==> src/source/pe_pkg.sv <==
package pe_pkg;

    localparam int LANE_W     = 32;
    localparam int NUM_LANES  = 4;
    localparam int VEC_W      = LANE_W * NUM_LANES;
    localparam int INSTR_W    = 128;
    localparam int PC_W       = 10;
    localparam int REG_ADDR_W = 5;
    localparam int NUM_BANKS  = 2;                       // Bank 0 holds parameters, bank 1 temporaries
    localparam int SEL_W      = $clog2(NUM_LANES);
    localparam int SWZ_W      = SEL_W * NUM_LANES;       // Lane 0 selector in the lowest pair
    localparam int OPC_W      = 4;

    typedef enum logic [OPC_W-1:0] {
        OP_NOP  = 4'd0,
        OP_MOV  = 4'd1,
        OP_MOVI = 4'd2,
        OP_MAX  = 4'd3,
        OP_MIN  = 4'd4,
        OP_SGNJ = 4'd5
    } opcode_e;

    localparam int OPC_LSB       = 0;
    localparam int DST_BANK_BIT  = 4;
    localparam int DST_ADDR_LSB  = 5;
    localparam int SRC1_BANK_BIT = 10;
    localparam int SRC1_ADDR_LSB = 11;
    localparam int SRC2_BANK_BIT = 40;
    localparam int SRC2_ADDR_LSB = 41;
    localparam int NEG1_BIT      = 20;
    localparam int ABS1_BIT      = 21;
    localparam int NEG2_BIT      = 25;
    localparam int ABS2_BIT      = 26;
    localparam int SAT_BIT       = 35;
    localparam int MASK_LSB      = 36;                   // Bit n enables lane n
    localparam int SWZ1_LSB      = 72;
    localparam int SWZ2_LSB      = 96;
    localparam int IMM_LSB       = 96;                   // Shares bits with swizzle 2, MOVI only

    localparam logic [LANE_W-1:0] FP_ONE = 32'h3F80_0000;

endpackage
==> src/source/hazard_unit.sv <==
module hazard_unit #(
    parameter int REG_DEPTH = 32
) (
    input  logic                          clk,
    input  logic                          reset_i,
    input  logic                          src1_bank_i,
    input  logic [pe_pkg::REG_ADDR_W-1:0] src1_addr_i,
    input  logic                          src2_bank_i,
    input  logic [pe_pkg::REG_ADDR_W-1:0] src2_addr_i,
    input  logic                          src2_used_i,
    input  logic                          dst_bank_e_i,
    input  logic [pe_pkg::REG_ADDR_W-1:0] dst_addr_e_i,
    input  logic                          we_e_i,
    input  logic                          dst_bank_w_i,
    input  logic [pe_pkg::REG_ADDR_W-1:0] dst_addr_w_i,
    input  logic                          we_w_i,
    output logic                          stall_o,
    output logic                          bubble_o
);
    import pe_pkg::*;

    logic src1_live, src2_live, hit1, hit2;

    function automatic logic pending(input logic bank, input logic [REG_ADDR_W-1:0] addr,
                                     input logic we, input logic dbank,
                                     input logic [REG_ADDR_W-1:0] daddr);
        return we && (bank == dbank) && (addr == daddr);
    endfunction

    // Reads past the bank depth are constant zero and never wait on a write
    assign src1_live = (src1_addr_i < REG_DEPTH);
    assign src2_live = src2_used_i && (src2_addr_i < REG_DEPTH);

    assign hit1 = src1_live &&
                  (pending(src1_bank_i, src1_addr_i, we_e_i, dst_bank_e_i, dst_addr_e_i) ||
                   pending(src1_bank_i, src1_addr_i, we_w_i, dst_bank_w_i, dst_addr_w_i));
    assign hit2 = src2_live &&
                  (pending(src2_bank_i, src2_addr_i, we_e_i, dst_bank_e_i, dst_addr_e_i) ||
                   pending(src2_bank_i, src2_addr_i, we_w_i, dst_bank_w_i, dst_addr_w_i));

    assign stall_o  = hit1 || hit2;
    assign bubble_o = stall_o;                           // Every held cycle sends a NOP to execute

    // The producer leaves writeback two cycles after the consumer first waits
    a_stall_bounded: assert property (@(posedge clk) disable iff (reset_i)
        stall_o ##1 stall_o |=> !stall_o)
        else $error("stall held for more than two cycles");

endmodule

==> config.mk <==
export PLATFORM = sky130hd
export DESIGN_NAME = hazard_unit
export DESIGN_NICKNAME = d
export VERILOG_FILES = /design/src/source/pe_pkg.sv /design/src/source/hazard_unit.sv
export SDC_FILE = /design/constraint.sdc
export NUM_CORES = 1
export LEC_CHECK = 0
export BUFFER_PORTS_ARGS = -buffer_cell sky130_fd_sc_hd__buf_2
export CAP_MARGIN = 10
export CORE_AREA = 2 2 39 41
export DETAILED_ROUTE_END_ITERATION = 6
export DIE_AREA = 0 0 41 43
export PLACE_DENSITY = 0.59
export SLEW_MARGIN = 20
export SYNTH_ARGS = -nofsm -noshare
export SYNTH_HDL_FRONTEND = slang
export SYNTH_SLANG_ARGS = --single-unit
==> constraint.sdc <==
create_clock -name vclk -period 1
set_input_delay 0.1 -clock vclk [all_inputs]
set_output_delay 0.1 -clock vclk [all_outputs]
set_load 0.01 [all_outputs]
# ---- Yosys cells after proc, flatten, opt, wreduce, memory -nomap -nowiden
# Cells that the tools add are included.
dict set report totals {
  reg_bits 0
  latch_bits 0
  ram_bits 0
  rom_bits 0
  inputBits 29
  output_inout_bits 2
  elab_cells 20
  n_memories 0
}
dict set report classes {
  addsub 0
  multipliers 0
  div_mod_pow 0
  magnitude_cmp 0
  eq_ne 8
  shift 0
  muxes 0
  bitwise_logic 0
  n_reduce_logical 12
}
# op n
set ops {}
lappend ops {{5-bit equality test} 4}
lappend ops {{1-bit logical AND} 9}
lappend ops {{1-bit equality test} 4}
lappend ops {{1-bit logical OR} 3}

# ---- Depth between registers and ports, before layout
dict set report logic_depth {
  ltp_word 6
  mapped_depth 6
  ltp_nobuf 5
}

# ---- Worst setup path after synthesis
# OpenSTA, ideal clock, no wires.
dict set report synth_timing {
  path_type {input port to output port}
  from {input dst_addr_e_i[2] (netlist name)}
  to {output stall_o}
  t_arrival_ns 0.899
  t_required_ns 0.900
  setup_slack_ns 0.001
  path_stages 5
  path_buffers 1
  cell_sequence {xor2_1 nor4_1 o21ai_1 o221ai_1 buf_4}
}
dict set report synth_between {
  elab_chain_len 5
  word_cells_on_any_way 8
  classes_between {eq/ne: 2; reduce/logical: 6}
}
# item line_no
set synth_rtl {}
lappend synth_rtl {{from (decl)} hazard_unit.sv:12} ;# input logic [pe_pkg::REG_ADDR_W-1:0] dst_addr_e_i,
lappend synth_rtl {{5-bit equality test} hazard_unit.sv:27} ;# return we && (bank == dbank) && (addr == daddr);
lappend synth_rtl {{1-bit logical AND} hazard_unit.sv:27}
lappend synth_rtl {{1-bit logical OR} hazard_unit.sv:38} ;# (pending(src2_bank_i, src2_addr_i, we_e_i, dst_bank_e_i, dst_addr_e_i) ||
lappend synth_rtl {{1-bit logical AND} hazard_unit.sv:37} ;# assign hit2 = src2_live &&
lappend synth_rtl {{1-bit logical OR (*)} hazard_unit.sv:41} ;# assign stall_o = hit1 || hit2;
lappend synth_rtl {{to (decl)} hazard_unit.sv:17} ;# output logic stall_o,
# Mark *: on every way between the ends. The rest lies on a longest branch, timed or not.

# ---- Worst setup path after layout
dict set report layout_timing {
  from {input src2_addr_i[3] (netlist name)}
  to {output bubble_o}
}
dict set report layout_between {
  elab_chain_len 5
  word_cells_on_any_way 7
  classes_between {eq/ne: 2; reduce/logical: 5}
}
# item line_no
set layout_rtl {}
lappend layout_rtl {{from (decl)} hazard_unit.sv:9} ;# input logic [pe_pkg::REG_ADDR_W-1:0] src2_addr_i,
lappend layout_rtl {{5-bit equality test} hazard_unit.sv:27}
lappend layout_rtl {{1-bit logical AND} hazard_unit.sv:27}
lappend layout_rtl {{1-bit logical OR (*)} hazard_unit.sv:38}
lappend layout_rtl {{1-bit logical AND (*)} hazard_unit.sv:37}
lappend layout_rtl {{1-bit logical OR (*)} hazard_unit.sv:41}
lappend layout_rtl {{to (decl)} hazard_unit.sv:18} ;# output logic bubble_o
# Marked as above.

==> impl_metrics.json <==
{
  "seq_cells": 0,
  "fin_ws_ns": -0.127,
  "path_max_fanout": 2,
  "start_util_pct": 20.2,
  "ys_types": 8,
  "finalCriticalPeriod_ns": 1.13,
  "cp_data_required_time_ns": 0.90,
  "arrival_ns": 1.03,
  "grt_setup_unrepaired": "yes",
  "io_pins": 31,
  "status": "complete, but fails checks",
  "stdcell_area_sq_um": 603,
  "area_growth_pct": 116,
  "register_area_sq_um": 0,
  "combPwrFrac_pct": 100.0,
  "leakagePower_nw": 0.272,
  "setup_viol": 2,
  "fillerInstances": 134,
  "io_buffers": 29,
  "die_h_microns": 43,
  "antenna_found_initial": 0,
  "worstSetupPathType": "input pin to primary output",
  "wl_microns": 876,
  "core_area_sq_um": 1380,
  "drv_cap": 0,
  "p_sw_share_pct": 38.1,
  "nets": 102,
  "die_w_microns": 41,
  "cpMaxStageDelayCell": "nor4_1",
  "syn_area_sq_um": 279,
  "drt_iter0_markers": 1,
  "hold_path.class": "input pin to primary output",
  "synth_area_leader_cell": "xnor2_1",
  "synth_nets": 64,
  "place_ws_ns": -0.134,
  "finalMaxSlewViolations": 0,
  "start_kind": "input pin",
  "max_clock_freq_ghz": 0.888,
  "critPathMaxStageDelay_ns": 0.24,
  "grt_pass1_wl_mm": 1.44,
  "p_sw_mw": 0.0967,
  "multiInputGateArea_sq_um": 314,
  "overflow": 0,
  "vias": 369,
  "p_per_area_nw_per_um2": 421,
  "p_int_mw": 0.157,
  "grt_pass1_vias": 365,
  "path_cells": "buf_8, xnor2_2, nand4_1, nor4_1, o21ai_1, o221ai_2, buf_2",
  "seqPwrFrac_pct": 0,
  "place_area_sq_um": 497,
  "grt_start_max_net_pins": 3,
  "post_drt_wl_per_cell_microns": 10.1,
  "core.rowCount": 14,
  "drc": 0,
  "clkbuf_count": 0,
  "vdd_drop_max_uv": 172,
  "layout_common_cells": "20 x buf_2, 14 x xnor2_1, 8 x buf_4",
  "worstMarginPinSlew_ns": 0.229,
  "synth_area_leaders": "xnor2_1 57%, xor2_1 19%, nand4_1 9.0%, nor4_1 4.5%, nand3_1 3.6%",
  "dieArea_sq_um": 1760,
  "track_usage_pct": 11.1,
  "via_per_inst": 4.24,
  "min_from": "src2_used_i",
  "finalHoldViolCount": 0,
  "post-route-period-util_pct": 113,
  "gp_congestion": 0.830,
  "violations": "setup timing",
  "n_antenna_cell": 0,
  "first_pass_iters": 2,
  "min_to": "stall_o",
  "slew_headroom_pct": 84.6,
  "drive_above_1_share_pct": 60.6,
  "end_kind": "primary output",
  "yosysTopAreaCellShare_pct": 56.5,
  "final_common_cell": "buf_2",
  "yosys_warnings": 0,
  "hold_path_depth": 4,
  "holdBufCountCts": 0,
  "clkPwrFrac_pct": 0,
  "syn_area_per_cell_sq_um": 7.97,
  "synth_cells": 35,
  "ys_seq_area_share_pct": 0,
  "ant_nets": 0,
  "postCtsSetupRepairBufs": 0
}
power by group through the flow:
| stage | registers, mW | logic [mW] | clock network (mW) |
|---|---|---|---|
| 4_1_cts | 0 | 0.234 | 0 |
| 6_report | 0 | 0.254 | 0 |
| 2_1_floorplan | 0 | 0.0912 | 0 |
| 3_3_place_gp | 0 | 0.208 | 0 |
| 3_5_place_dp | 0 | 0.209 | 0 |
| 5_1_grt | 0 | 0.276 | 0 |
cell families after synthesis:
logic type	after synthesis	synth area share (%)
AOI/OAI and AO/OA	2	4.93
xor gates and xnor gates	24	75.3
buffers and inverters	1	2.69
and+or+nand+nor	8	17.0
per-stage QoR:
step / utilization [%] / std cells / setup TNS (ns) / total power, mW / hold slack [ns]
6_report: 43.6 / 87 / -0.253 / 0.254 / 0.543
5_1_grt: 43.6 / 87 / -0.475 / 0.276 / 0.584
4_1_cts: 40.1 / 87 / -0.241 / 0.234 / 0.559
3_5_place_dp: 35.9 / 87 / -0.268 / 0.209 / 0.553
3_3_place_gp: 35.9 / 87 / -0.270 / 0.208 / 0.554
2_1_floorplan: - / 35 / 0 / 0.0912 / 0.362
cell usage after synthesis:
cell	n
nor4_1	2
o21ai_1	1
o221ai_1	1
xnor2_1	18
nand4_1	4
buf_4	1
xor2_1	6
nand3_1	2
per-layer routing:
| layer | wire [microns] | vias up | track usage [%] |
|---|---|---|---|
| met5 | 0 | - | 0 |
| met4 | 0 | 0 | 0 |
| met3 | 94 | 0 | 2.09 |
| met2 | 466 | 15 | 20.3 |
| met1 | 315 | 160 | 13.3 |
| li1 | - | 194 | - |
worst max-delay path: cells and delay by family:
family / cells / cell delay, ns
and+or+nand+nor: 2 / 0.33
buffers and inverters: 2 / 0.26
AOI/OAI and AO/OA: 2 / 0.19
xor gates and xnor gates: 1 / 0.14
repair_timing:
| action | 4_1_cts | 5_1_grt |
|---|---|---|
| endpoints found under the setup margin | 2 | 2 |
| resized for setup | 9 | 9 |
| pin swaps | 2 | 6 |
area by class of cell:
cell class / count / share of cell area, %
Timing Repair Buffer: 37 / 44.6
Multi-Input combinational cell: 34 / 52.1
Tap cell: 16 / 3.32
worst max-delay path by stage:
stage / startpoint / to / slack (ns) / depth (start not counted)
finish: src2_addr_i[3] / bubble_o / -0.13 / 7
global route: src2_bank_i / bubble_o / -0.24 / 7
CTS: src2_addr_i[3] / stall_o / -0.12 / 7
detailed placement: dst_addr_e_i[3] / stall_o / -0.13 / 7
global placement: dst_addr_w_i[3] / bubble_o / -0.14 / 7
floorplan: dst_addr_e_i[2] / stall_o / 0.0005 / 5
No activity file was read; power rests on OpenSTA's default activity.
