[src/source/pe_pkg.sv]
package pe_pkg;

    localparam int LANE_W     = 32;
    localparam int NUM_LANES  = 4;
    localparam int VEC_W      = LANE_W * NUM_LANES;
    localparam int INSTR_W    = 128;
    localparam int PC_W       = 10;
    localparam int REG_ADDR_W = 5;
    localparam int NUM_BANKS  = 2;                       // Bank 0 holds parameters, bank 1 temporaries
    localparam int SEL_W      = $clog2(NUM_LANES);
    localparam int SWZ_W      = SEL_W * NUM_LANES;       // Lane 0 selector in the lowest pair
    localparam int OPC_W      = 4;

    typedef enum logic [OPC_W-1:0] {
        OP_NOP  = 4'd0,
        OP_MOV  = 4'd1,
        OP_MOVI = 4'd2,
        OP_MAX  = 4'd3,
        OP_MIN  = 4'd4,
        OP_SGNJ = 4'd5
    } opcode_e;

    localparam int OPC_LSB       = 0;
    localparam int DST_BANK_BIT  = 4;
    localparam int DST_ADDR_LSB  = 5;
    localparam int SRC1_BANK_BIT = 10;
    localparam int SRC1_ADDR_LSB = 11;
    localparam int SRC2_BANK_BIT = 40;
    localparam int SRC2_ADDR_LSB = 41;
    localparam int NEG1_BIT      = 20;
    localparam int ABS1_BIT      = 21;
    localparam int NEG2_BIT      = 25;
    localparam int ABS2_BIT      = 26;
    localparam int SAT_BIT       = 35;
    localparam int MASK_LSB      = 36;                   // Bit n enables lane n
    localparam int SWZ1_LSB      = 72;
    localparam int SWZ2_LSB      = 96;
    localparam int IMM_LSB       = 96;                   // Shares bits with swizzle 2, MOVI only

    localparam logic [LANE_W-1:0] FP_ONE = 32'h3F80_0000;

endpackage
[src/source/fetch_unit.sv]
module fetch_unit (
    input  logic                       clk,
    input  logic                       reset_i,
    input  logic                       stall_i,
    input  logic [pe_pkg::INSTR_W-1:0] instr_i,
    output logic [pe_pkg::PC_W-1:0]    instr_addr_o,
    output logic [pe_pkg::INSTR_W-1:0] instr_d_o
);

    always_ff @(posedge clk) begin
        if (reset_i) begin
            instr_addr_o <= '0;
            instr_d_o    <= '0;                          // All-zero word decodes as NOP
        end else if (!stall_i) begin
            instr_addr_o <= instr_addr_o + 1'b1;
            instr_d_o    <= instr_i;                     // Memory answers in the same cycle
        end
    end

endmodule

[config.mk]
export PLATFORM = sky130hd
export DESIGN_NAME = fetch_unit
export DESIGN_NICKNAME = d
export VERILOG_FILES = /design/src/source/pe_pkg.sv /design/src/source/fetch_unit.sv
export SDC_FILE = /design/constraint.sdc
export NUM_CORES = 1
export LEC_CHECK = 0
export BUFFER_PORTS_ARGS = -buffer_cell sky130_fd_sc_hd__buf_2
export CORE_MARGIN = 1.5
export CORE_UTILIZATION = 44
export CTS_CLUSTER_DIAMETER = 40
export DETAILED_ROUTE_END_ITERATION = 8
export MAX_ROUTING_LAYER = met4
export PLACE_DENSITY = 0.87
export SLEW_MARGIN = 20
export SYNTH_ARGS = -nofsm -noshare
export SYNTH_HDL_FRONTEND = slang
export SYNTH_SLANG_ARGS = --single-unit
[constraint.sdc]
create_clock -name clk -period 1.9 [get_ports clk]
set_clock_uncertainty 0.1 [all_clocks]
set_input_delay 0.19 -clock clk [delete_from_list [all_inputs] [get_ports clk]]
set_output_delay 0.19 -clock clk [all_outputs]
set_load 0.02 [all_outputs]
Word level (Yosys, flattened, before mapping)
Cells that the tools add are included.

$add $sub $neg: 1. Multipliers: 0. Divide/modulo/power cells: 0. Magnitude comparators: 0. Equality and inequality tests: 0. Shifts and indexed selects: 0. Mux-type cells: 0. Bitwise operators: 0. Reduce and logical (&&, ||, !) cells: 0.

Operators by type and width (number): $add 10x1->10 const B (1).

Register bits: 138. Bits in latches: 0. Memory bits (writable): 0. ROM bits: 0. Logic and storage cells: 3. Memories kept: 0.

Logic depth before layout (Yosys ltp)
Gate-level depths: netlist of run 1.

Depth in word-level cells: 1. Gate-level depth with buffers: 5. Depth with buffers taken out: 4.

Worst setup path after synthesis of run 1
OpenSTA, ideal clock, no wires.

Path type: register -> register. Start point: register instr_addr_o[0] (netlist name). End point: register instr_addr_o[8] (netlist name). Arrival: 1419 ps. Required time: 1730 ps. Path slack: 311 ps. Stages on the path, launching flop included: 5. Path buffers: 0. Period minus slack after synthesis: 1589 ps. Cells stage by stage: dfxtp_1 > ha_1 > nand3b_4 > or4_1 > a21oi_1.

Cells in the longest elaborated chain, start to end: 1.

RTL lines: from (decl) (line fetch_unit.sv:6) `output logic [pe_pkg::PC_W-1:0] instr_addr_o,`; from (signal assigned) (line fetch_unit.sv:15) `instr_addr_o <= instr_addr_o + 1'b1;`; $add 10x1->10 (line fetch_unit.sv:15).

No other way between the ends. A chain may end at the register's enable or synchronous reset.

==> impl_results.md, run 1 <==
* Status: complete, no violations
* Critical path type: input pin to flip-flop
* Cell variety after synth at 23
* Final #Nets at 1000
* Crit-path most repeated cell: dlygate4sd3_1
* Flop2flop setup slack at 130 ps
* Post-synthesis average cell area at 10.6 µm²
* Antenna Nets Post-Route at 0
* Most common cell after layout, fill and taps aside: buf_2
* Core area at approximately 11000 µm²
* Reg2reg start: instr_d_o[6]$_SDFFE_PP0N_
* Post-cts sizing count at 0
* Drt wl/cell at around 16 µm
* Req. time, crit path at about 2200 ps
* Register bit total from synthesis at approximately 140
* Area of the multi-input gates at between 1500 and 2000 µm²
* Final TNS setup at 0 ps
* Hold Path Class: input pin to flip-flop
* CP cell instances: dlygate4sd3_1, buf_2, mux2i_1, dlygate4sd3_1, nor2_1, dlygate4sd3_1
* Area contributors post-synth: dfxtp_1, mux2i_1, nor2_1, buf_2, clkbuf_1
* Synth area leader: dfxtp_1
* Static leakage at about 4.4 nW
* CTS tree: built
* CTS Sinks at 138
* Vias in the first global route at between 5000 and 6000
* Post-layout util at between 70% and 80%
* Worst-margin pin slew at between 500 and 600 ps
* Largest net degree at the start of global routing at 73
* Starting density of the core at 45.2%
* DR vias at a little under 5000
* Power Density at roughly 870 nW/µm²
* Routed wire length at approximately 17000 µm
* Post-synth top area share at 56.4%
* Fmax at about 560 MHz
* Most frequent cells in the layout: buf_2, dlygate4sd3_1, dfxtp_1
* Root Driver: clkbuf_8
* Worst-Skew Late Latency at around 520 ps
* Crit path DAT at 2110 ps
* DR iter-0 viols at between 300 and 400
* Tmin final at roughly 1800 ps
* Most used DFF post-synth: dfxtp_1
* Area delta synth->final at 71.2%
* Worst slew margin at 63.9%
* EDFF count, synth at 0
* First-pass GRT wire length at about 24000 µm
* Reg2Reg Depth at 4
* Fin area at 8380 µm²
* Peak VDD IR at about 660 µV
* Die area at ~12000 µm²
* Synth warnings at 0
* Row count at 38
* Worst path depth at 6
* Chip height at around 110 µm
* CP delay by family, top: buffers and inverters
* Fillers at a little under 600
* Placed cell area at approximately 6400 µm²
* Post-DP HPWL at 8460 µm
* I/O pin cnt at 269
* Clk buf depth at 2
* Share of layout cells above drive strength 1 at 34.0%
* Via density at about 4.8
* Tcrit/Tclk final at 94.7%
* Port Buffers at 268
* Crit-path max cell delay at between 500 and 600 ps
* Setup crit start kind: input pin
* First drt pass iteration count at 4
* RSZ-0062 raised after global routing: false
* Slowest cell on crit path: dlygate4sd3_1
* Setup crit end: instr_d_o[6]$_SDFFE_PP0N_
* Sequential fraction of the synthesis area at 56.4%
* Crit. End Element: flip-flop
* Total gr overflow at 0
* Synthesized instance count at 460
* Chip Width at 108 µm
* Final Max Slew Viols at 0
* Synthesized area at 4890 µm²
* Residual DRC at 0
* Final Hold Vio Count at 0
* Crit-path max FO at 1
* CP startpoint: instr_i[6]
* MaxCap Viol Count at 0
* Gr usage total at 28.1%
* Initial antenna violation count at 2
* Register area at around 2800 µm²
* FF-to-FF End: instr_d_o[6]$_SDFFE_PP0N_
* CTS H-tree depth at 4
* Synth Net Count at slightly below 600
* Final setup viols at 0
* Buf/Inv on CP at 4
* Asr flop ratio synth at 0%
* GPL Wtd Cong at 0.769
* Num CTS Buffers at 17
* Clk slew on worst S/H paths at approximately 50 ps
## cells in the mapped netlist, drive strengths merged, types with 2 or more instances
master and number:
dfxtp 138, nor2 134, mux2i 129, buf 17, clkbuf 13, a21oi 4, o21ai 3, or3 3
xor2 3, inv 2, nand4b 2, nor2b 2
## stage by stage
stage / hold slack [ps] / instances / setup WS (ps) / power (mW)
floorplan: 234 / 460 / 311 / 3.74
global placement: 317 / 842 / 380 / 4.08
detailed placement: 326 / 842 / 364 / 4.11
CTS: 39.3 / 1019 / 133 / 7.29
global route: 63.4 / 1021 / 54.8 / 7.56
finish: 62.4 / 1021 / 101 / 7.32
## sequential cells by signal, summed over array words and instances (netlist names)
register	cells
instr_addr_o	10
instr_d_o	128
## cell type report
cell class	instances	area share, %
Antenna cell	2	0.0597
Clock buffer	29	6.32
Clock inverter	1	0.0597
Inverter	2	0.0896
Multi-Input combinational cell	290	23.8
Sequential cell	138	33.0
Tap cell	140	2.09
Timing Repair Buffer	419	34.6
## report_power, final
group          total (mW)  switching (mW)  leakage, nW  internal [mW]
sequential           3.16          0.0939         1.14           3.06
clock                2.96            1.13        0.265           1.83
combinational        1.20           0.610         2.96          0.590
## routing by layer
| layer | GRT usage (%) | wire length [µm] | vias up |
|---|---|---|---|
| met5 | - | 0 | - |
| met4 | 18.3 | 758 | 0 |
| met3 | 7.90 | 1100 | 68 |
| met2 | 50.9 | 8690 | 241 |
| met1 | 25.5 | 5990 | 2279 |
| li1 | - | - | 2344 |
## tightest hold or removal path: cells and delay by family
family / cells / cell delay, ps
buffers and inverters: 1 / 190
xor gates and xnor gates: 1 / 130
and+or+nand+nor: 2 / 120
## kinds of logic after synthesis
logic type | share of synthesized area [%]
mux | 26.6
simple gates | 12.3
compound gates | 0.869
buf+inv | 2.84
xor+xnor | 0.716
fa+ha+maj | 0.256
flops | 56.4
## how the worst min path moves through the flow
| stage | from | end | slack, ps | depth (start not counted) |
|---|---|---|---|---|
| 5_1_grt | stall_i | instr_addr_o[2]$_SDFFE_PP0N_ | 60 | 4 |
| 2_1_floorplan | instr_i[0] | instr_d_o[0]$_SDFFE_PP0N_ | 230 | 2 |
| 3_5_place_dp | instr_i[65] | instr_d_o[65]$_SDFFE_PP0N_ | 330 | 3 |
| 6_report | stall_i | instr_addr_o[2]$_SDFFE_PP0N_ | 60 | 4 |
| 4_1_cts | stall_i | instr_addr_o[2]$_SDFFE_PP0N_ | 40 | 4 |
| 3_3_place_gp | instr_i[97] | instr_d_o[97]$_SDFFE_PP0N_ | 320 | 3 |
## what timing repair did
item                      4_1_cts  5_1_grt
buffers inserted                0        0
hold buffers                  147        0
hold endpoints to repair      137        0
Note: power is estimated with default switching activity, not from simulation.
==> run 2, diff against run 1 <==
==> constraint.sdc (replaced) <==
create_clock -name clk -period 1.7 [get_ports clk]
set_clock_uncertainty 0.1 [all_clocks]
set_input_delay 0.17 -clock clk [delete_from_list [all_inputs] [get_ports clk]]
set_output_delay 0.17 -clock clk [all_outputs]
set_load 0.02 [all_outputs]
==> impl_results.md, run 2 (same netlist as run 1, synthesis figures left out) <==
* Crit-path max cell delay at 480 ps
* CP cell instances: ha_1, nand3b_4, or4_1, a21oi_1
* Tcrit/Tclk final at 92.9%
* Final Max Slew Viols at 0
* Via density at between 4 and 5
* Root Driver: clkbuf_8
* Post-cts sizing count at 0
* Sw Ratio at between 20% and 30%
* Total gr overflow at 0
* Ant diodes at 0
* Flop2flop setup slack at approximately 120 ps
* Min-delay src: stall_i
* Internal power at 6.51 mW
* Biggest register: instr_d_o
* Gr usage total at between 20 and 30%
* Row count at 38
* Clk buf depth at 2
* Fillers at about 630
* First-pass GRT wire length at roughly 25000 µm
* CP delay by family, top: simple AND/OR/NAND/NOR gates
* CTS tree: built
* Post-Place Setup Slack at roughly 160 ps
* Biggest regs: instr_d_o x128, instr_addr_o x10
* DR vias at between 4000 and 5000
* Placed cell area at 6380 µm²
* Final setup viols at 0
* RSZ-0062 raised after global routing: false
* Peak VDD IR at around 990 µV
* Power Density at between 1000 and 1500 nW/µm²
* Crit path DAT at 1900 ps
* Crit-path max FO at 4
* Largest register FFs at between 100 and 150
* Share of power burned in registers at ~41%
* Final Hold Vio Count at 0
* Clk slew on worst S/H paths at around 60 ps
* CTS H-tree depth at 4
* Req. time, crit path at around 2000 ps
* I/O pin cnt at between 200 and 300
* Tmin final at 1580 ps
* Residual DRC at 0
* Reg2Reg Depth at 4
* Largest net degree at the start of global routing at 76
* CTS Sinks at 138
* Postcts setup bufs at 0
* Slowest cell on crit path: or4_1
* DR iter-0 viols at 307
* Area delta synth->final at 70.5%
* Chip height at ~110 µm
* Hold depth at 4
* Drt wl/cell at about 16 µm
* Hold Path Class: input pin to flip-flop
* Num CTS Buffers at 17
* Fmax at ~630 MHz
* Antenna Nets Post-Route at 0
* Final #Nets at 991
* Switching Power at a little over 2 mW
* Vias in the first global route at around 5100
* Most frequent cells in the layout: buf_2, dfxtp_1, dlygate4sd3_1
* Port Buffers at 268
* Buf/Inv on CP at 0
* Clock network power share at between 40% and 50%
* Routed wire length at roughly 16000 µm
* Core area at 10800 µm²
* Most common cell after layout, fill and taps aside: buf_2
* Fin area at around 8300 µm²
* Chip Width at 108 µm
* Hold endpoint: instr_addr_o[4]$_SDFFE_PP0N_
* Worst-margin pin slew at around 530 ps
* Die area at 11800 µm²
* FF-to-FF End: instr_addr_o[8]$_SDFFE_PP0N_
* Crit. End Element: flip-flop
* Worst-Skew Late Latency at roughly 490 ps
* Critical path type: flip-flop to flip-flop
* Placed Cells at around 840
* MaxCap Viol Count at 0
* Logic gate share of total power at around 15%
* Post-DP HPWL at about 8300 µm
* Static leakage at ~4.4 nW
* Worst hold margin at 41.5 ps
* Final Non-Filler Cells at between 1000 and 1500
* Share of layout cells above drive strength 1 at 34.8%
* Status: complete, no violations
* Crit path setup slack, layout at 120 ps
* First drt pass iteration count at 4
* Initial antenna violation count at 0
* GPL Wtd Cong at 0.760
* Starting density of the core at a little under half
* Worst slew margin at around 64%
* Setup crit start kind: flip-flop
* Reg2reg start: instr_addr_o[0]$_SDFFE_PP0N_
* Final TNS setup at 0 ps
run 2: cell count changes in the layout (fill, tap and decap cells not counted):
cell           change
dlygate4sd3_1     -11
clkbuf_8           -5
bufinv_16          +4
buf_4              +2
clkinv_2           +2
diode_2            -2
clkbuf_1           -1
clkinvlp_4         +1
run 2: repair_timing:
| action | 4_1_cts | 5_1_grt |
|---|---|---|
| hold endpoints to repair | 136 | 0 |
| setup endpoints to repair | 0 | 0 |
| hold buffers | 136 | 0 |
run 2: final cells by class:
type	count	area, µm²	share of cell area (%)
sequential	138	2760	33.1
clock inverter	8	143	1.71
tap	140	175	2.10
timing repair buffer	410	2810	33.6
inverter	2	7.51	0.0900
clock buffer	23	457	5.47
multi-input combinational	290	1990	23.9
run 2: power groups by stage:
| stage | clock network (mW) | registers, mW | logic (mW) |
|---|---|---|---|
| floorplan | 0 | 3.81 | 0.376 |
| global placement | 0 | 3.57 | 0.990 |
| detailed placement | 0 | 3.58 | 1.01 |
| CTS | 3.79 | 3.51 | 1.26 |
| global route | 3.94 | 3.54 | 1.40 |
| finish | 3.75 | 3.53 | 1.31 |
run 2: tightest hold or removal path: cells and delay by family:
family | cells | cell delay [ps]
buffers and inverters | 1 | 130
and+or+nand+nor | 2 | 220
xor gates and xnor gates | 1 | 70
run 2: through the flow:
| stage | power, mW | utilization [%] |
|---|---|---|
| detailed placement | 4.59 | 58.9 |
| global route | 8.88 | 77.0 |
| finish | 8.58 | 77.0 |
| floorplan | 4.18 | - |
| global placement | 4.56 | 58.9 |
| CTS | 8.56 | 77.0 |
run 2: how the worst max path moves through the flow:
stage | startpoint | slack [ps] | depth (start not counted) | endpoint
2_1_floorplan | instr_addr_o[0]$_SDFFE_PP0N_ | 110 | 4 | instr_addr_o[8]$_SDFFE_PP0N_
3_5_place_dp | instr_addr_o[0]$_SDFFE_PP0N_ | 160 | 4 | instr_addr_o[8]$_SDFFE_PP0N_
3_3_place_gp | instr_addr_o[0]$_SDFFE_PP0N_ | 230 | 4 | instr_addr_o[8]$_SDFFE_PP0N_
5_1_grt | instr_addr_o[4]$_SDFFE_PP0N_ | 40 | 3 | instr_addr_o[9]$_SDFFE_PP0N_
6_report | instr_addr_o[0]$_SDFFE_PP0N_ | 120 | 4 | instr_addr_o[8]$_SDFFE_PP0N_
4_1_cts | instr_addr_o[0]$_SDFFE_PP0N_ | 150 | 4 | instr_addr_o[8]$_SDFFE_PP0N_
run 2: layer usage:
| layer | up-vias | routed length [µm] | track usage (%) |
|---|---|---|---|
| met5 | - | 0 | - |
| met4 | 0 | 533 | 12.9 |
| met3 | 44 | 1030 | 7.66 |
| met2 | 218 | 8880 | 52.0 |
| met1 | 2312 | 6040 | 27.1 |
| li1 | 2326 | - | - |
