File: src/source/pe_pkg.sv
package pe_pkg;

    localparam int LANE_W     = 32;
    localparam int NUM_LANES  = 4;
    localparam int VEC_W      = LANE_W * NUM_LANES;
    localparam int INSTR_W    = 128;
    localparam int PC_W       = 10;
    localparam int REG_ADDR_W = 5;
    localparam int NUM_BANKS  = 2;                       // Bank 0 holds parameters, bank 1 temporaries
    localparam int SEL_W      = $clog2(NUM_LANES);
    localparam int SWZ_W      = SEL_W * NUM_LANES;       // Lane 0 selector in the lowest pair
    localparam int OPC_W      = 4;

    typedef enum logic [OPC_W-1:0] {
        OP_NOP  = 4'd0,
        OP_MOV  = 4'd1,
        OP_MOVI = 4'd2,
        OP_MAX  = 4'd3,
        OP_MIN  = 4'd4,
        OP_SGNJ = 4'd5
    } opcode_e;

    localparam int OPC_LSB       = 0;
    localparam int DST_BANK_BIT  = 4;
    localparam int DST_ADDR_LSB  = 5;
    localparam int SRC1_BANK_BIT = 10;
    localparam int SRC1_ADDR_LSB = 11;
    localparam int SRC2_BANK_BIT = 40;
    localparam int SRC2_ADDR_LSB = 41;
    localparam int NEG1_BIT      = 20;
    localparam int ABS1_BIT      = 21;
    localparam int NEG2_BIT      = 25;
    localparam int ABS2_BIT      = 26;
    localparam int SAT_BIT       = 35;
    localparam int MASK_LSB      = 36;                   // Bit n enables lane n
    localparam int SWZ1_LSB      = 72;
    localparam int SWZ2_LSB      = 96;
    localparam int IMM_LSB       = 96;                   // Shares bits with swizzle 2, MOVI only

    localparam logic [LANE_W-1:0] FP_ONE = 32'h3F80_0000;

endpackage
File: src/source/decode_unit.sv
module decode_unit #(
    parameter int REG_DEPTH = 32
) (
    input  logic                          clk,
    input  logic                          reset_i,
    input  logic                          stall_i,
    input  logic [pe_pkg::INSTR_W-1:0]    instr_d_i,
    output pe_pkg::opcode_e               opcode_r_o,
    output logic                          dst_bank_r_o,
    output logic [pe_pkg::REG_ADDR_W-1:0] dst_addr_r_o,
    output logic                          we_r_o,
    output logic                          src1_bank_r_o,
    output logic [pe_pkg::REG_ADDR_W-1:0] src1_addr_r_o,
    output logic                          src2_bank_r_o,
    output logic [pe_pkg::REG_ADDR_W-1:0] src2_addr_r_o,
    output logic                          src2_used_r_o,
    output logic                          neg1_r_o,
    output logic                          abs1_r_o,
    output logic                          neg2_r_o,
    output logic                          abs2_r_o,
    output logic [pe_pkg::SWZ_W-1:0]      swz1_r_o,
    output logic [pe_pkg::SWZ_W-1:0]      swz2_r_o,
    output logic                          sat_r_o,
    output logic [pe_pkg::NUM_LANES-1:0]  mask_r_o,
    output logic [pe_pkg::LANE_W-1:0]     imm_r_o
);
    import pe_pkg::*;

    logic [OPC_W-1:0]      opc_raw;
    opcode_e               opc_d;
    logic [REG_ADDR_W-1:0] dst_addr_d;
    logic [NUM_LANES-1:0]  mask_d;
    logic                  we_d;

    assign opc_raw    = instr_d_i[OPC_LSB +: OPC_W];
    assign dst_addr_d = instr_d_i[DST_ADDR_LSB +: REG_ADDR_W];
    assign mask_d     = instr_d_i[MASK_LSB +: NUM_LANES];

    always_comb begin
        case (opc_raw)
            OP_MOV, OP_MOVI, OP_MAX, OP_MIN, OP_SGNJ: opc_d = opcode_e'(opc_raw);
            default: opc_d = OP_NOP;                     // Unknown codes are dropped here
        endcase
    end

    // A write with no lanes or beyond the bank depth is not a write at all
    assign we_d = (opc_d != OP_NOP) && (mask_d != '0) && (dst_addr_d < REG_DEPTH);

    always_ff @(posedge clk) begin
        if (reset_i) begin
            opcode_r_o <= OP_NOP;
            we_r_o     <= 1'b0;
        end else if (!stall_i) begin
            opcode_r_o <= opc_d;
            we_r_o     <= we_d;
        end
    end

    always_ff @(posedge clk) begin
        if (!stall_i) begin
            dst_bank_r_o  <= instr_d_i[DST_BANK_BIT];
            dst_addr_r_o  <= dst_addr_d;
            src1_bank_r_o <= instr_d_i[SRC1_BANK_BIT];
            src1_addr_r_o <= instr_d_i[SRC1_ADDR_LSB +: REG_ADDR_W];
            src2_bank_r_o <= instr_d_i[SRC2_BANK_BIT];
            src2_addr_r_o <= instr_d_i[SRC2_ADDR_LSB +: REG_ADDR_W];
            src2_used_r_o <= (opc_d != OP_MOVI);         // MOVI takes the immediate instead
            neg1_r_o      <= instr_d_i[NEG1_BIT];
            abs1_r_o      <= instr_d_i[ABS1_BIT];
            neg2_r_o      <= instr_d_i[NEG2_BIT];
            abs2_r_o      <= instr_d_i[ABS2_BIT];
            swz1_r_o      <= instr_d_i[SWZ1_LSB +: SWZ_W];
            swz2_r_o      <= instr_d_i[SWZ2_LSB +: SWZ_W];
            sat_r_o       <= instr_d_i[SAT_BIT];
            mask_r_o      <= mask_d;
            imm_r_o       <= instr_d_i[IMM_LSB +: LANE_W];
        end
    end

    a_we_has_lanes: assert property (@(posedge clk) disable iff (reset_i)
        we_r_o |-> (mask_r_o != '0))
        else $error("write enable decoded with an empty lane mask");

endmodule

File: config.mk
export PLATFORM = sky130hd
export DESIGN_NAME = decode_unit
export DESIGN_NICKNAME = d
export VERILOG_FILES = /design/src/source/pe_pkg.sv /design/src/source/decode_unit.sv
export SDC_FILE = /design/constraint.sdc
export NUM_CORES = 1
export LEC_CHECK = 0
export BUFFER_PORTS_ARGS = -buffer_cell sky130_fd_sc_hd__buf_2
export CAP_MARGIN = 20
export CORE_UTILIZATION = 33
export CTS_CLUSTER_DIAMETER = 200
export DETAILED_ROUTE_END_ITERATION = 6
export PLACE_DENSITY_LB_ADDON = 0.15
export SLEW_MARGIN = 20
export SYNTH_ARGS = -nofsm -noshare
export SYNTH_HDL_FRONTEND = slang
export SYNTH_SLANG_ARGS = --single-unit
File: constraint.sdc
create_clock -name clk -period 2.6 [get_ports clk]
set_input_delay 0.52 -clock clk [delete_from_list [all_inputs] [get_ports clk]]
set_output_delay 0.52 -clock clk [all_outputs]
set_load 0.1 [all_outputs]
# Word-level counts from Yosys, hierarchy flattened
# Index checks and enable logic that the tools add are counted.
[op_classes]
n_eq_ne = 6
muxes = 1
reduce_logical = 4
[op_table]
columns = ["operator", "count"]
rows = [
  ["== test 4 x 2 -> 1 bit, second input constant", 2],
  ["== test 4 x 3 -> 1 bit, second input constant", 2],
  ["nonzero test 4 bit", 2],
  ["OR reduction 5 bit", 1],
  ["== test 4 x 1 -> 1 bit, second input constant", 1],
  ["2-to-1 mux 4 bit", 1],
  ["inequality test 4 x 2 -> 1 bit, second input constant", 1],
  ["logical AND 1 bit", 1],
]
[word_totals]
in_bits = 131
out_inout_bits = 81
regBits = 81

# Depth between registers and ports, before layout
# Gate-level depths: netlist (run 1).
[logic_depth]
word_depth = 5
ltp_mapped = 4
ltp_nobuf = 3

# Worst setup path after synthesis (run 1)
# No wires, ideal clock.
[synth_timing]
path_kind = "input -> register"
from = "in stall_i"
to = "reg abs1_r_o (enable)"
slack_ps = 168
path_buffers = 1
stages = 2
setup_ps = 422
arrival_ps = 2010
cell_sequence = "buf_2 inv_1"
[synth_rtl]
columns = ["element", "line", "text"]
rows = [
  ["start, declared", "decode_unit.sv:6", "input logic stall_i,"],
  ["end signal, assigned", "decode_unit.sv:69", "abs1_r_o <= instr_d_i[ABS1_BIT];"],
  ["end, declared", "decode_unit.sv:18", "output logic abs1_r_o,"],
]
# No word-level cell between the ends.

==> results.md, run 1 <==
* Port bufs at 154
* Starting density of the core at 0.340
* # IOs at 212
* TritonCTS Buffers at 9
* Core box area at 6790 um^2
* Setup WS post-layout at 0.966 ns
* Total grt overflow at 0
* Worst slew pin tran at 0.505 ns
* Total GRT Usage at 0.119
* Clk sinks at 73
* CP arrival at 1.11 ns
* Chip height at 85.7 um
* Final period util at 0.629
* Post-route design area at 3340 um^2
* Top post-synthesis cells by area: edfxtp_1 (88%), dfxtp_1 (4.3%), buf_4 (2.6%)
* Post-synthesis cell count at 99
* Max cap viols at 0
* Initial DRC count at 38
* RSZ-0062 raised after global routing: no
* Crit end category: output port
* Total leakage power at 1.45 nW
* Htree depth at 3
* Fmax at 612 MHz
* Worst slack at placement at 1.04 ns
* Fin nets at 388
* Area growth syn-to-layout at 44.5%
* Setup-failing EPs final at 0
* Final HPWL DP at 3.17 mm
* Most common cell after layout, fill and taps aside: buf_2
* Power density cells at 932 nW/um^2
* Initial antenna violation count at 0
* Crit path kind: flop to output port
* Slew Limit Fails at 0
* Type of origin of the critical path: flop
* Via count at 1441
* Final min period at 1.63 ns
* Share of cells above drive strength 1 at 0.656
* Avg Cell Area, Syn at 23.4 um^2
* Post-DRT Antenna Nets at 0
* Ant diodes at 0
* CTS clock-pin slew for the worst setup and hold paths at 0.08 ns
* First-pass GRT wire length at 6.36 mm
* Distinct cell type count after synthesis at 14
* Post-CTS sizing at 0
* Post-CTS setup buffer count at 0
* Post-Place Cell Area at 3150 um^2
* Avg Vias per Cell at 4.03
* Rows at 30
* Hold_buf cts at 0
* Number of global-route vias before repair at 1326
* Area share of fa/ha/maj cells after synthesis at 0
* Flop2flop setup slack at 1.95 ns
* Final Power at 3.11 mW
* Fin Setup TNS at 0 ns
* Yosys warns at 0
* CP Buf/Inv Count at 1
* Max FO, Critical Path at 2
* Crit path required time at 2.08 ns
* CP cell instances: buf_2
* Status: finished, final reports clean
* CTS max path bufs at 2
* Xor-xnor portion of the synthesized cell area at 0
* Root Driver: clkbuf_8
* Main combinational cell family by area after synthesis: buffers and inverters
* Max rail drop VDD at 398 uV
* Clk_lat worst skew at 0.33 ns
* Largest delay contributor family on the critical path: buffers and inverters
* Register area share after synthesis at 0.926
* DR DRC count at 0
* Most frequent cells in the layout: buf_2 (154), edfxtp_1 (68), clkbuf_8 (9), dfxtp_1 (5), nor2_1 (4)
* Fillers at 600
* Worst min path class: input port to flop
* Slew margin rel. at 0.666
* DRT Pass-1 Iters at 6
* Fin Clk Skew at 0 ns
* WL per Instance at 12.3 um
* Final wirelength at 4.41 mm
* Pin count of the biggest net entering global routing at 40
* Seq cells post-synth at 73
* Slowest-stage cell, CP: buf_2
* Final hold vios at 0
* Multiplexer area fraction after synthesis at 0
* Leading area contributor after synthesis: edfxtp_1
* CTS tree: yes
* Simple-Gate Fraction of Synth Area at 0.0249
* Fraction of the mapped netlist area in compound gates at 0.0189
* Synthesized cell area at 2310 um^2
* Syn nets at 230
* Final core utilization at 0.492
* Chip Width at 85.7 um
* Placer Congestion at 0.679
* Worst path max stage delay at 0.43 ns
* Share of the synthesized area in the top cell type at 0.883
* Die ar. at 7350 um^2
-- synth_stat cells, drive strengths merged --
library cell and number:
a211oi 1, a21oi 3, a22oi 1, buf 9
dfxtp 5, edfxtp 68, inv 1, nand2 2
nor2 4, nor4b 2, o311ai 1, or4 1
or4b 1
-- registers in the layout, summed over array words and instances, names as in the netlist --
signal	count
imm_r_o	25
swz1_r_o	8
swz2_r_o	7
dst_addr_r_o	5
src1_addr_r_o	5
src2_addr_r_o	5
mask_r_o	4
opcode_r_o	4
abs1_r_o	1
abs2_r_o	1
dst_bank_r_o	1
neg1_r_o	1
neg2_r_o	1
sat_r_o	1
src1_bank_r_o	1
src2_bank_r_o	1
src2_used_r_o	1
we_r_o	1
-- kinds of logic (layout without fill, tap and decap cells) --
family | count (synthesis) | in the layout
buffers and inverters | 10 | 173
AND/OR/NAND/NOR | 10 | 10
AO/OA/AOI/OAI | 6 | 6
flip-flops | 73 | 73
-- per-stage QoR --
step	cells	hold slack [ns]
floorplan	99	0.589
global placement	342	0.429
detailed placement	342	0.429
CTS	358	0.337
global route	358	0.322
finish	358	0.355
-- cell type report --
class	instances	area, um^2	share of cell area
clock inverters	5	56.3	0.0169
repair buffers	156	786	0.235
flip-flops and latches	73	2140	0.641
multi-input cells	16	101	0.0303
well taps	96	120	0.0360
inverters	1	3.75	0.00112
clock buffers	11	131	0.0393
-- routing by layer --
metal / up-vias / wire length, um / share of wire / track usage
li1: 695 / - / - / -
met1: 642 / 1910 / 0.43 / 0.142
met2: 100 / 2060 / 0.47 / 0.175
met3: 4 / 399 / 0.090 / 0.0597
met4: 0 / 42 / 0.0095 / 0.0682
met5: - / 0 / 0 / 0
-- worst reg2reg max path, cell delays in order, from the launching register on --
cell and delay [ns]:
dfxtp_1 0.31, a22oi_1 0.18, nor2_1 0.06
-- worst paths after layout --
check | from | depth (start not counted) | end
max | swz2_r_o[3] | 1 | imm_r_o[3]
min reg2reg | opcode_r_o[3] | 2 | opcode_r_o[3]
min | instr_d_i[78] | 1 | swz1_r_o[6]
max reg2reg | opcode_r_o[0] | 2 | opcode_r_o[0]
-- where the power goes --
part           total, mW  leakage [nW]  switching, mW  internal [mW]
clock network      0.833        0.0933          0.391          0.442
registers           1.40         0.706         0.0202           1.38
logic              0.881         0.648          0.776          0.105
total               3.11          1.45           1.19           1.93
Note: power is estimated with default switching activity, not from simulation.
==> run 2: changes to the inputs <==
--- a/config.mk
+++ b/config.mk
@@ -5,6 +5,7 @@
 export SDC_FILE = /design/constraint.sdc
 export NUM_CORES = 1
 export LEC_CHECK = 0
+export ABC_AREA = 1
 export BUFFER_PORTS_ARGS = -buffer_cell sky130_fd_sc_hd__buf_2
 export CAP_MARGIN = 20
 export CORE_UTILIZATION = 33
==> constraint.sdc (replaced) <==
create_clock -name clk -period 1.4 [get_ports clk]
set_input_delay 0.28 -clock clk [delete_from_list [all_inputs] [get_ports clk]]
set_output_delay 0.28 -clock clk [all_outputs]
set_load 0.1 [all_outputs]
==> run 2 against run 1 <==
  * Hold slack got worse by 0.25 ns
  * Clock skew stayed put
  * Flip-flop and latch count is the same
  * Core utilization up 2.6 points
  * Non-clock buffer count grew 1
  * Die area grew 0.95%
  * Clock power up 84%
  * Sequential power is 86% higher
  * Synthesized cell count is 12% higher
  * Total power up 89%
  * Final cell count is 3.6% higher
  * Register-to-register slack worse by 1.1 ns
==> results.md, run 2 <==
* Status: finished, final reports clean
* Fin Clk Skew at 0 ns
* Final HPWL DP at 3.42 mm
* Worst slew pin tran at 0.497 ns
* Core box area at 6830 um^2
* Die ar. at 7410 um^2
* Flop2flop setup slack at 0.82 ns
* Register area share after synthesis at 0.917
* Htree depth at 3
* Distinct cell type count after synthesis at 13
* Final wirelength at 4.69 mm
* Crit path required time at 1.12 ns
* R2r startpoint: opcode_r_o[2]
* Leading area contributor after synthesis: edfxtp_1
* Total GRT Usage at 0.126
* Storage cell area at 2140 um^2
* Post-synthesis cell count at 111
* Clk sinks at 73
* First-pass GRT wire length at 6.81 mm
* Met1 Track Usage GR at 0.127
* Slew Limit Fails at 0
* RSZ-0062 raised after global routing: yes
* Total grt overflow at 0
* Most frequent cells in the layout: buf_2 (99), edfxtp_1 (68), clkbuf_4 (47)
* Number of global-route vias before repair at 1455
* Seq cells post-synth at 73
* Most frequent cell after synthesis: edfxtp_1
* Crit end category: output port
* GRT busiest layer: met2
* Root Driver: clkbuf_8
* Finished Layout Cells at 371
* Syn nets at 242
* Final min period at 1.38 ns
* Ant diodes at 0
* Largest regs: imm_r_o: 25 flops, swz1_r_o: 8 flops, swz2_r_o: 7 flops
* Fin nets at 402
* Worst path max stage delay at 0.42 ns
* Avg Cell Area, Syn at 21.0 um^2
* Largest delay contributor family on the critical path: buffers and inverters
* # IOs at 212
* Crit path kind: flop to output port
* Multi-input logic area at 110 um^2
* Top post-synthesis cells by area: edfxtp_1 (87%), dfxtp_1 (4.3%), buf_4 (2.6%)
* Worst Setup EP: imm_r_o[5]
* Number of flops mapped to enable cells by yosys at 68
* CP Buf/Inv Count at 1
* Share of the synthesized area in the top cell type at 0.875
* Avg Vias per Cell at 4.05
* Rows at 30
* Setup-failing EPs final at 0
* Max FO, Critical Path at 2
* RR Endpoint: opcode_r_o[2]
* Synth top cells by count: edfxtp_1 (68), nand2_1 (9), buf_4 (8)
* Max cap viols at 0
* Post-DRT Antenna Nets at 0
* Hold_buf cts at 0
* Met3 usage at 0.0587
* CTS clock-pin slew for the worst setup and hold paths at 0.08 ns
* Slew margin rel. at 0.671
* Most common cell after layout, fill and taps aside: buf_2
* Share of cells above drive strength 1 at 0.636
* Placed cell count at 356
* Max reg flops at 25
* Most used flip-flop cell after synthesis: edfxtp_1
* TritonCTS Buffers at 9
* CTS tree: yes
* Total leakage power at 1.54 nW
* Chip height at 86.1 um
* Port bufs at 154
* Worst Setup SP: swz2_r_o[5]
* Final hold vios at 0
* Initial antenna violation count at 0
* WL per Instance at 12.6 um
* Via count at 1504
* Post-CTS setup buffer count at 0
* Chip Width at 86.1 um
* Area growth syn-to-layout at 51.6%
* Worst min path class: input port to flop
* CP cell instances: buf_2
* Fmax at 725 MHz
* Synthesized cell area at 2330 um^2
* Final hold slack at 0.109 ns
* Power density cells at 1660 nW/um^2
* Fillers at 620
* CTS max path bufs at 2
* Max rail drop VDD at 827 uV
* Slowest-stage cell, CP: buf_2
* Placer Congestion at 0.807
* Starting density of the core at 0.342
* DRT Pass-1 Iters at 4
* Final period util at 0.985
* Cell count along the critical path at 1
* CP arrival at 1.10 ns
* Most flop-heavy register: imm_r_o
* Yosys warns at 0
* Clk_lat worst skew at 0.33 ns
* Type of origin of the critical path: flop
* DR DRC count at 0
* Initial DRC count at 67
* Worst reg-to-reg path cell count at 2
* GRT met2 Usage at 0.213
* Pin count of the biggest net entering global routing at 35
* Async SR Flop Fraction at 0
-- run 2: cell types whose count changed after synthesis, sizes merged, moves of 2 or more --
cell	previous run	this run
nor4b	2	0
nand2	2	9
nand3	0	5
inv	1	6
-- run 2: area by class of cell --
type / instances / area share
Timing Repair Buffer: 157 / 0.270
Clock inverter: 6 / 0.0170
Sequential cell: 73 / 0.605
Inverter: 6 / 0.00743
Multi-Input combinational cell: 24 / 0.0311
Clock buffer: 9 / 0.0350
Tap cell: 96 / 0.0339
-- run 2: cells by family (layout without fill, tap and decap cells) --
kind of cell | Yosys count | after routing | share of synthesized area
buffers and inverters | 14 | 178 | 0.0354
and+or+nand+nor | 20 | 20 | 0.0370
AOI/OAI and AO/OA | 4 | 4 | 0.0102
DFF | 73 | 73 | 0.917
-- run 2: what timing repair did --
item | in CTS | in global routing
hold endpoints to repair | 0 | 0
resized for setup | 8 | 47
endpoints found under the setup margin | 10 | 51
-- run 2: how the worst min path moves through the flow --
stage                   start             to  slack, ns  cells past startpoint
6_report        instr_d_i[25]       neg2_r_o       0.11                      1
5_1_grt        instr_d_i[117]    imm_r_o[21]       0.08                      1
4_1_cts         instr_d_i[77]    swz1_r_o[5]       0.09                      1
3_5_place_dp    opcode_r_o[3]  opcode_r_o[3]       0.43                      2
3_3_place_gp    opcode_r_o[3]  opcode_r_o[3]       0.43                      2
2_1_floorplan         reset_i  opcode_r_o[3]       0.35                      1
-- run 2: routing by layer --
layer,part of all wire,wire (um)
met1,0.36,1690
met2,0.52,2450
met5,0,0
met3,0.094,439
met4,0.023,108
-- run 2: per-stage QoR --
stage	util	setup slack, ns	cell area (um^2)	setup TNS, ns	total power [mW]
finish	0.518	0.0216	3540	0	5.87
global route	0.518	-0.0337	3540	-0.126	6.09
CTS	0.501	-0.0229	3420	-0.0383	5.89
detailed placement	0.471	0.274	3220	0	4.33
global placement	0.471	0.288	3220	0	4.32
floorplan	-	-0.234	2440	-17.00	4.12
-- run 2: power by group --
| group | switching, mW | total (mW) | internal, mW |
|---|---|---|---|
| clock network | 0.731 | 1.53 | 0.803 |
| logic | 1.47 | 1.73 | 0.264 |
| registers | 0.0425 | 2.61 | 2.56 |
==> run 3: changes to the inputs <==
--- a/config.mk
+++ b/config.mk
@@ -5,13 +5,15 @@
 export SDC_FILE = /design/constraint.sdc
 export NUM_CORES = 1
 export LEC_CHECK = 0
-export ABC_AREA = 1
+export ABC_AREA = 0
 export BUFFER_PORTS_ARGS = -buffer_cell sky130_fd_sc_hd__buf_2
 export CAP_MARGIN = 20
-export CORE_UTILIZATION = 33
+export CELL_PAD_IN_SITES_DETAIL_PLACEMENT = 1
+export CELL_PAD_IN_SITES_GLOBAL_PLACEMENT = 2
+export CORE_UTILIZATION = 19
 export CTS_CLUSTER_DIAMETER = 200
 export DETAILED_ROUTE_END_ITERATION = 6
-export PLACE_DENSITY_LB_ADDON = 0.15
+export PLACE_DENSITY_LB_ADDON = 0.1
 export SLEW_MARGIN = 20
 export SYNTH_ARGS = -nofsm -noshare
 export SYNTH_HDL_FRONTEND = slang
==> run 3 against run 2 <==
  * The flow now finishes with violations (DRC)
  * Sequential power hardly changed
  * Global-route usage fell by 3.5 points
  * Flip-flop and latch count did not move
  * Critical endpoint is now swz2_r_o[5]
  * Clock skew stayed put
  * Largest power group unchanged
  * Critical path type unchanged
==> results.md, run 3 (same netlist as run 1, synthesis figures left out) <==
* Status: finished, violations left
* Failing checks: DRC
* Switching part of the total at 0.362
* DR DRC count at 12
* WL per Instance at 14.4 um
* Type of origin of the critical path: flop
* Final core utilization at 0.314
* Placed cell count at 389
* Die ar. at 12600 um^2
* Worst min path class: input port to flop
* Final min period at 1.37 ns
* Slew margin rel. at 0.661
* Clock share of power at 0.343
* Core box area at 11600 um^2
* Share of cells above drive strength 1 at 0.656
* First-pass GRT wire length at 8.38 mm
* Starting density of the core at 0.199
* CP Buf/Inv Count at 1
* Worst slew pin tran at 0.512 ns
* Power density cells at 1800 nW/um^2
* CTS max path bufs at 2
* Most frequent cells in the layout: buf_2 (134), edfxtp_1 (68), clkbuf_4 (15), clkbuf_16 (9), buf_12 (7)
* Finished Layout Cells at 405
* Max reg flops at 25
* Clk sinks at 73
* RSZ-0062 raised after global routing: yes
* Worst Setup SP: swz2_r_o[5]
* CP arrival at 1.09 ns
* Total leakage power at 1.53 nW
* Rows at 39
* Setup WS post-layout at 0.0302 ns
* Chip Width at 112 um
* Slowest-stage cell, CP: buf_2
* Int Pwr at 4.19 mW
* DRT Pass-1 Iters at 6
* Pin count of the biggest net entering global routing at 35
* Placer Congestion at 0.644
* Max rail drop VDD at 549 uV
* CP cell instances: buf_2
* Slew Limit Fails at 0
* Fin Clk Skew at 0 ns
* Worst Setup EP: swz2_r_o[5]
* Worst path max stage delay at 0.43 ns
* Combinational share of power at 0.260
* Initial DRC count at 78
* Sequential share of power at 0.398
* Clk_lat worst skew at 0.32 ns
* Final wirelength at 5.83 mm
* Worst slack at placement at 0.118 ns
* Crit path kind: flop to output port
* Cell count along the critical path at 1
* Largest delay contributor family on the critical path: buffers and inverters
* Hold_buf cts at 0
* TritonCTS Buffers at 9
* Crit path required time at 1.12 ns
* Largest regs: imm_r_o: 25 flops, swz1_r_o: 8 flops, swz2_r_o: 7 flops
* Via count at 1490
* Worst reg-to-reg path cell count at 2
* Total GRT Usage at 0.0909
* Max cap viols at 0
* R2r startpoint: opcode_r_o[0]
* RR Endpoint: opcode_r_o[0]
* Number of global-route vias before repair at 1481
* Fillers at 1250
* Post-DRT Antenna Nets at 0
* Fin nets at 388
* Setup-failing EPs final at 0
* Flop2flop setup slack at 0.75 ns
* Htree depth at 3
* CTS clock-pin slew for the worst setup and hold paths at 0.06 ns
* Fmax at 730 MHz
* Area growth syn-to-layout at 57.7%
* Initial antenna violation count at 0
* Storage cell area at 2140 um^2
* Crit end category: output port
* Max FO, Critical Path at 2
* Root Driver: clkbuf_16
* Final period util at 0.978
* Chip height at 112 um
* Ant diodes at 0
* Final hold vios at 0
* Most flop-heavy register: imm_r_o
* Port bufs at 154
* NetSw at 2.38 mW
* Avg Vias per Cell at 3.68
* Multi-input logic area at 101 um^2
* Final hold slack at 0.130 ns
* # IOs at 212
* Most common cell after layout, fill and taps aside: buf_2
* CTS tree: yes
* Total grt overflow at 0
-- run 3: changes by cell type in the layout (fill, tap and decap cells not counted), moves of 4 or more --
cell,change
buf_4,-9
nand3_1,-5
clkbuf_4,-32
buf_2,+35
buf_12,+5
nand2_1,-7
inv_1,-4
clkbuf_8,-9
clkbuf_16,+9
-- run 3: worst min-delay path by stage --
stage / end / from / depth (start not counted)
floorplan: we_r_o / reset_i / 1
global placement: opcode_r_o[3] / opcode_r_o[3] / 2
detailed placement: opcode_r_o[3] / opcode_r_o[3] / 2
CTS: imm_r_o[20] / instr_d_i[116] / 1
global route: imm_r_o[20] / instr_d_i[116] / 1
finish: src2_bank_r_o / instr_d_i[40] / 1
-- run 3: stage by stage --
| step | power, mW | TNS, ns | instance area (um^2) |
|---|---|---|---|
| floorplan | 4.10 | -24.20 | 2430 |
| global placement | 4.36 | 0 | 3320 |
| detailed placement | 4.37 | 0 | 3320 |
| CTS | 6.67 | -0.0417 | 3610 |
| global route | 6.80 | -0.0208 | 3650 |
| finish | 6.57 | 0 | 3650 |
-- run 3: timing repair --
action                     4_1_cts  5_1_grt
buffers inserted                 0        0
gates resized for setup          0       15
pin swaps                        0        0
setup endpoints to repair        2       19
-- run 3: layer usage --
metal | routed length [um] | vias up | global-route usage
met2 | 2920 | 74 | 0.152
met1 | 2440 | 716 | 0.105
met3 | 424 | 4 | 0.0281
met5 | 0 | - | 0
li1 | - | 696 | -
met4 | 52 | 0 | 0.0480
-- run 3: final cells by class --
cell class              instances  share of cell area
inverters                       1             0.00206
well taps                     143              0.0491
clock buffers                   9              0.0618
repair buffers                156               0.253
multi-input cells              16              0.0278
flip-flops and latches         73               0.588
clock inverters                 7              0.0185
-- run 3: power by group through the flow --
stage          clock network, mW  logic, mW  registers (mW)
4_1_cts                     2.34       1.71            2.61
5_1_grt                     2.43       1.74            2.63
3_3_place_gp                   0       1.71            2.65
6_report                    2.25       1.71            2.61
2_1_floorplan                  0      0.251            3.85
3_5_place_dp                   0       1.71            2.66
